[config.mk]
export PLATFORM = sky130hd
export DESIGN_NAME = nn_sequencer_flat
export DESIGN_NICKNAME = d
export VERILOG_FILES = /design/src/hw/nn_pkg.sv /design/src/hw/nn_ifs.sv /design/src/hw/nn_sequencer.sv /design/src/flat_wrapper.sv
export SDC_FILE = /design/constraint.sdc
export NUM_CORES = 1
export LEC_CHECK = 0
export ABC_AREA = 1
export BUFFER_PORTS_ARGS = -buffer_cell sky130_fd_sc_hd__buf_4
export CAP_MARGIN = 20
export CORE_MARGIN = 2
export CORE_UTILIZATION = 39
export DETAILED_ROUTE_END_ITERATION = 6
export GPL_ROUTABILITY_DRIVEN = 0
export GPL_TIMING_DRIVEN = 0
export HOLD_SLACK_MARGIN = 0.1
export MAX_ROUTING_LAYER = met4
export PLACE_DENSITY_LB_ADDON = 0.12
export SLEW_MARGIN = 40
export SYNTH_ARGS = -nofsm -noshare
export SYNTH_HDL_FRONTEND = slang
export SYNTH_SLANG_ARGS = --single-unit
[constraint.sdc]
create_clock -name clk -period 2.7 [get_ports clk]
set_clock_uncertainty 0.15 [all_clocks]
set_input_delay 0.675 -clock clk [delete_from_list [all_inputs] [get_ports clk]]
set_output_delay 0.675 -clock clk [all_outputs]
set_load 0.02 [all_outputs]
[src/hw/nn_pkg.sv]
package nn_pkg;

	//////////////////////////////////////////////////
	// widths
	localparam int DWIDTH    = 32;
	localparam int FRAC_BITS = 10;
	localparam int IWIDTH    = 64;
	localparam int NEURONS   = 16;
	localparam int AWIDTH    = 10;
	localparam int ROW_SEL_W = 4;

	// input index, wide enough to also count the bias item
	localparam int IDX_W = $clog2(IWIDTH + 1);

	//////////////////////////////////////////////////
	// row memory layout
	localparam int L1_BIAS_ADDR = 64;
	localparam int L2_BASE      = 65;
	localparam int L2_BIAS_ADDR = 81;

	//////////////////////////////////////////////////
	// data types
	typedef logic signed [DWIDTH-1:0] word_t;
	typedef word_t word_vec_t [NEURONS];

	// 0 is the hidden layer, 1 the output layer
	typedef logic layer_t;

	localparam layer_t LAYER_HIDDEN = 1'b0;
	localparam layer_t LAYER_OUTPUT = 1'b1;

	// fixed point 1.0 and 0.5
	localparam word_t ONE  = word_t'(1 << FRAC_BITS);
	localparam word_t HALF = word_t'(1 << (FRAC_BITS - 1));

endpackage

[src/hw/nn_ifs.sv]
`timescale 1ns/1ps

// one item per input, issued by the sequencer
interface fetch_if;
	import nn_pkg::*;

	logic             valid;
	layer_t           layer;
	logic [IDX_W-1:0] index;
	logic             bias;
	logic             last;

	modport source (output valid, layer, index, bias, last);
	modport sink   (input valid, layer, index, bias, last);
endinterface


[src/hw/nn_sequencer.sv]
`timescale 1ns/1ps

module nn_sequencer (
	input  logic    clk,
	input  logic    rst_n,
	input  logic    arm,
	input  logic    stop,
	input  logic    layer_done,
	fetch_if.source fetch,
	output logic    busy
);
	import nn_pkg::*;

	typedef enum logic [1:0] {
		ST_IDLE,
		ST_L1,
		ST_WAIT,
		ST_L2
	} state_t;

	state_t           state;
	layer_t           layer_q;
	logic [IDX_W-1:0] idx;
	logic [IDX_W-1:0] bias_idx;
	logic             issuing;

	// the bias item follows the last input of the layer
	assign bias_idx = (layer_q == LAYER_HIDDEN) ? IDX_W'(IWIDTH) : IDX_W'(NEURONS);
	assign issuing  = (state == ST_L1) || (state == ST_L2);
	assign busy     = (state != ST_IDLE);

	//////////////////////////////////////////////////
	// fetch items, one per cycle while issuing
	assign fetch.valid = issuing && !stop;
	assign fetch.layer = layer_q;
	assign fetch.index = idx;
	assign fetch.bias  = issuing && (idx == bias_idx);
	assign fetch.last  = fetch.bias;

	always_ff @(posedge clk) begin
		if (!rst_n) begin
			state   <= ST_IDLE;
			layer_q <= LAYER_HIDDEN;
			idx     <= '0;
		end else if (stop) begin
			state <= ST_IDLE;
		end else begin
			case (state)
				ST_IDLE: begin
					if (arm) begin
						state   <= ST_L1;
						layer_q <= LAYER_HIDDEN;
						idx     <= '0;
					end
				end
				ST_L1, ST_L2: begin
					if (idx == bias_idx)
						state <= ST_WAIT;
					else
						idx <= idx + 1'b1;
				end
				ST_WAIT: begin
					// hidden layer done starts layer 2, output layer done ends the run
					if (layer_done) begin
						if (layer_q == LAYER_HIDDEN) begin
							state   <= ST_L2;
							layer_q <= LAYER_OUTPUT;
							idx     <= '0;
						end else begin
							state <= ST_IDLE;
						end
					end
				end
				default: state <= ST_IDLE;
			endcase
		end
	end

	// idle without arm means no item next cycle
	a_no_fetch_when_idle: assert property (@(posedge clk) disable iff (!rst_n)
		(!busy && !arm) |=> !fetch.valid);

endmodule

[src/flat_wrapper.sv]
// flat-port wrapper written by rule: the top's interface ports become plain ports
module nn_sequencer_flat import nn_pkg::*;
  (clk, rst_n, arm, stop, layer_done, busy, fetch_valid, fetch_layer, fetch_index, fetch_bias, fetch_last);
  fetch_if fetch_i ();
  input  logic clk;
  input  logic rst_n;
  input  logic arm;
  input  logic stop;
  input  logic layer_done;
  output logic busy;
  output wire logic [$bits(fetch_i.valid)-1:0] fetch_valid;
  output wire logic [$bits(fetch_i.layer)-1:0] fetch_layer;
  output wire logic [$bits(fetch_i.index)-1:0] fetch_index;
  output wire logic [$bits(fetch_i.bias)-1:0] fetch_bias;
  output wire logic [$bits(fetch_i.last)-1:0] fetch_last;
  assign fetch_valid = fetch_i.valid;
  assign fetch_layer = fetch_i.layer;
  assign fetch_index = fetch_i.index;
  assign fetch_bias = fetch_i.bias;
  assign fetch_last = fetch_i.last;
  nn_sequencer u_core (.clk(clk), .rst_n(rst_n), .arm(arm), .stop(stop), .layer_done(layer_done), .fetch(fetch_i), .busy(busy));
endmodule
==> impl_results.md <==
- Max Slew Vio Count: 0
- Rows: 14
- CTS resizes: 0
- Setup crit end: fetch_last
- Rel. slew slack: approximately 83%
- FF-to-FF End: u_core.fetch.index[1]
- Final Routed Wirelength: 1.54 mm
- Total CTS buffers: 3
- Via count: 685
- Seq. cell area: around 200 um2
- Yosys top cell area share: 29.9%
- Gr usage total: between 10% and 20%
- Area of the multi-input gates: 410 um2
- Lkg Pwr: roughly 0.00038 uW
- Commonest register cell after synthesis: dfxtp_1
- Max IR drop VDD: 0.219 mV
- Dpl cells: 133
- CP required: around 1.9 ns
- Actual slew at the worst max-slew pin: 0.260 ns
- Clk sinks: 10
- Post-DRT Antenna Nets: 0
- Post-route setup slack: 0.206 ns
- Largest net degree at the start of global routing: 11
- Post-Syn Area: ~670 um2
- Clock slew at reported path FFs: 0.07 ns
- Post-Syn Nets: between 100 and 150
- GR Overflow Total: 0
- Synth Instances: between 100 and 150
- RSZ-0062 raised after global routing: false
- Top Ports: 17
- Die area: 2070 um2
- Seq cells post-synth: 10
- Final Hold Viols: 0
- CP Max Fanout: 10
- FF-to-FF setup slack: 1.07 ns
- Die Y-Extent: 45.5 um
- Synth async-reset ratio: 0%
- Worst-Skew Late Latency: 0.27 ns
- Pwr Total: 298 uW
- Post-synth EDFFs: 0
- Antenna diodes: 0
- Setup crit start kind: flip-flop
- Yosys warns: 0
- Arr. time, crit path: 1.67 ns
- Post-synthesis area per instance: 6.64 um2
- Layout fillers: about 160
- Post-CTS setup buffers: 0
- FF-to-FF Start: u_core.fetch.index[0]
- Setup TNS: 0 ns
- Largest stage delay on the critical path: 0.36 ns
- Max-Cap Viols: 0
- Global-route wire length before repair: 2.67 mm
- Status: complete, no violations
- Finished Layout Cells: approximately 140
- Top delay family on crit path: buffers and inverters
- Slowest CP cell: dfxtp_1
- Fraction of layout cells with a size suffix above 1: 24.2%
- Top-count cell post-synth: nand2_1
- Final Instance Area: 841 um2
- Nets: about 130
- Core area: between 1500 and 2000 um2
- H-tree Lvls: 1
- Top cells by area, synth: dfxtp_1 30%, nand2_1 13%, inv_1 7.8%
- Routed vias/inst: between 5 and 6
- F_max: 401 MHz
- Commonest cells post-synth: 23 x nand2_1, 14 x inv_1, 14 x nor2_1
- Layout overhead on the synthesized area: 25.4%
- Critical path cell sequence: inv_1 -> ha_1 -> nand2_1 -> nor2_2 -> nand3_4 -> inv_1 -> buf_4 -> buf_4
- Placed inst area: 811 um2
- Drt drc: 0
- CP endpoint kind: output port
- Worst hold path class: reg -> reg
- WS Path Type: reg -> out
- R2R cell count: 8
- Power per Cell Area: roughly 350 nW/um2
- Final Cycle Share: between 90 and 100%
- Final min period: 2.49 ns
- Stages on worst setup path: 8
- Placement Setup Slack: approximately 0.45 ns
- CTS tree: done
- Worst Setup SP: u_core.fetch.index[0]
- Initial Util: a little over two fifths
- Clock tree buffer depth: 2
- Seq/Total Area, Yosys: 29.9%
- Pre-antenna DRT Iters: 4
- Synth area leader: dfxtp_1
- HPWL Detailed: 1.14 mm
- Synth cell types: 21
- PortBufs: 16
- Final setup violation count: 0
- Iter 0 DRT Violations: 20
- Initial antenna violation count: 0
- Crit path buf inv count: 4
- Clock root cell: clkbuf_4
- Vias in the first global route: about 580
- CTS Hold Buffers Added: 0
- Routed WL per cell: 11.3 um
- Die width: 45.5 um
-- logic make-up after synthesis --
kind of cell | Yosys count | synth area share [%]
simple gates | 61 | 47.8
flops | 10 | 29.9
fa+ha+maj | 2 | 3.73
buf+inv | 17 | 10.1
compound gates | 11 | 8.58
-- sequential cells by signal, summed over array words and instances (netlist names) --
register	flops
u_core.fetch.layer	1
u_core.fetch.index	7
u_core.state	2
-- placed cells by master (no fill, tap or decap), types with 3 or more instances in the layout --
cell type / synthesis / layout
buf_4: 1 / 17
a21oi_1: 8 / 8
clkbuf_4: 0 / 3
nand2_1: 23 / 23
nand4_1: 6 / 6
nand3_1: 9 / 9
nor2_1: 14 / 14
inv_1: 14 / 14
dfxtp_1: 10 / 10
-- through the flow --
step                util (%)  hold slack (ns)
floorplan                  -            0.351
global placement        52.0            0.370
detailed placement      52.0            0.378
CTS                     53.5            0.393
global route            53.9            0.434
finish                  53.9            0.394
-- area by class of cell --
type	instances	share of cell area, %
timing repair buffer	16	14.3
tap	16	2.38
sequential	10	23.8
clock buffer	3	2.68
buffer	1	0.893
multi-input combinational	74	48.8
inverter	16	7.14
-- report_power, final --
part	internal (uW)	leakage (uW)	total (uW)	switching, uW
Clock	51.5	0.0000138	103	51.6
Combinational	16.4	0.000290	41.8	25.4
Sequential	150	0.0000809	153	3.44
-- worst min-delay path, delay by kind of cell (launching register included) --
kind,cells,cell delay [ns]
buf+inv,1,0.08
compound gates,1,0.07
flops,1,0.35
-- worst min path at each step --
stage | cells after the start | to | startpoint
after floorplan | 2 | u_core.state[1] | u_core.state[1]
after global placement | 2 | u_core.fetch.index[1] | u_core.fetch.index[1]
after detailed placement | 2 | u_core.fetch.index[1] | u_core.fetch.index[1]
after CTS | 2 | u_core.fetch.layer | u_core.fetch.layer
after global routing | 2 | u_core.state[1] | u_core.state[1]
final | 2 | u_core.fetch.layer | u_core.fetch.layer
-- layer usage --
layer | routed length (um) | up-vias | GRT usage (%)
li1 | - | 367 | -
met5 | 0 | - | -
met1 | 750 | 297 | 24.9
met4 | 13 | 0 | 7.06
met2 | 683 | 19 | 26.5
met3 | 90 | 2 | 5.95
Note: power is estimated with default switching activity, not from simulation.
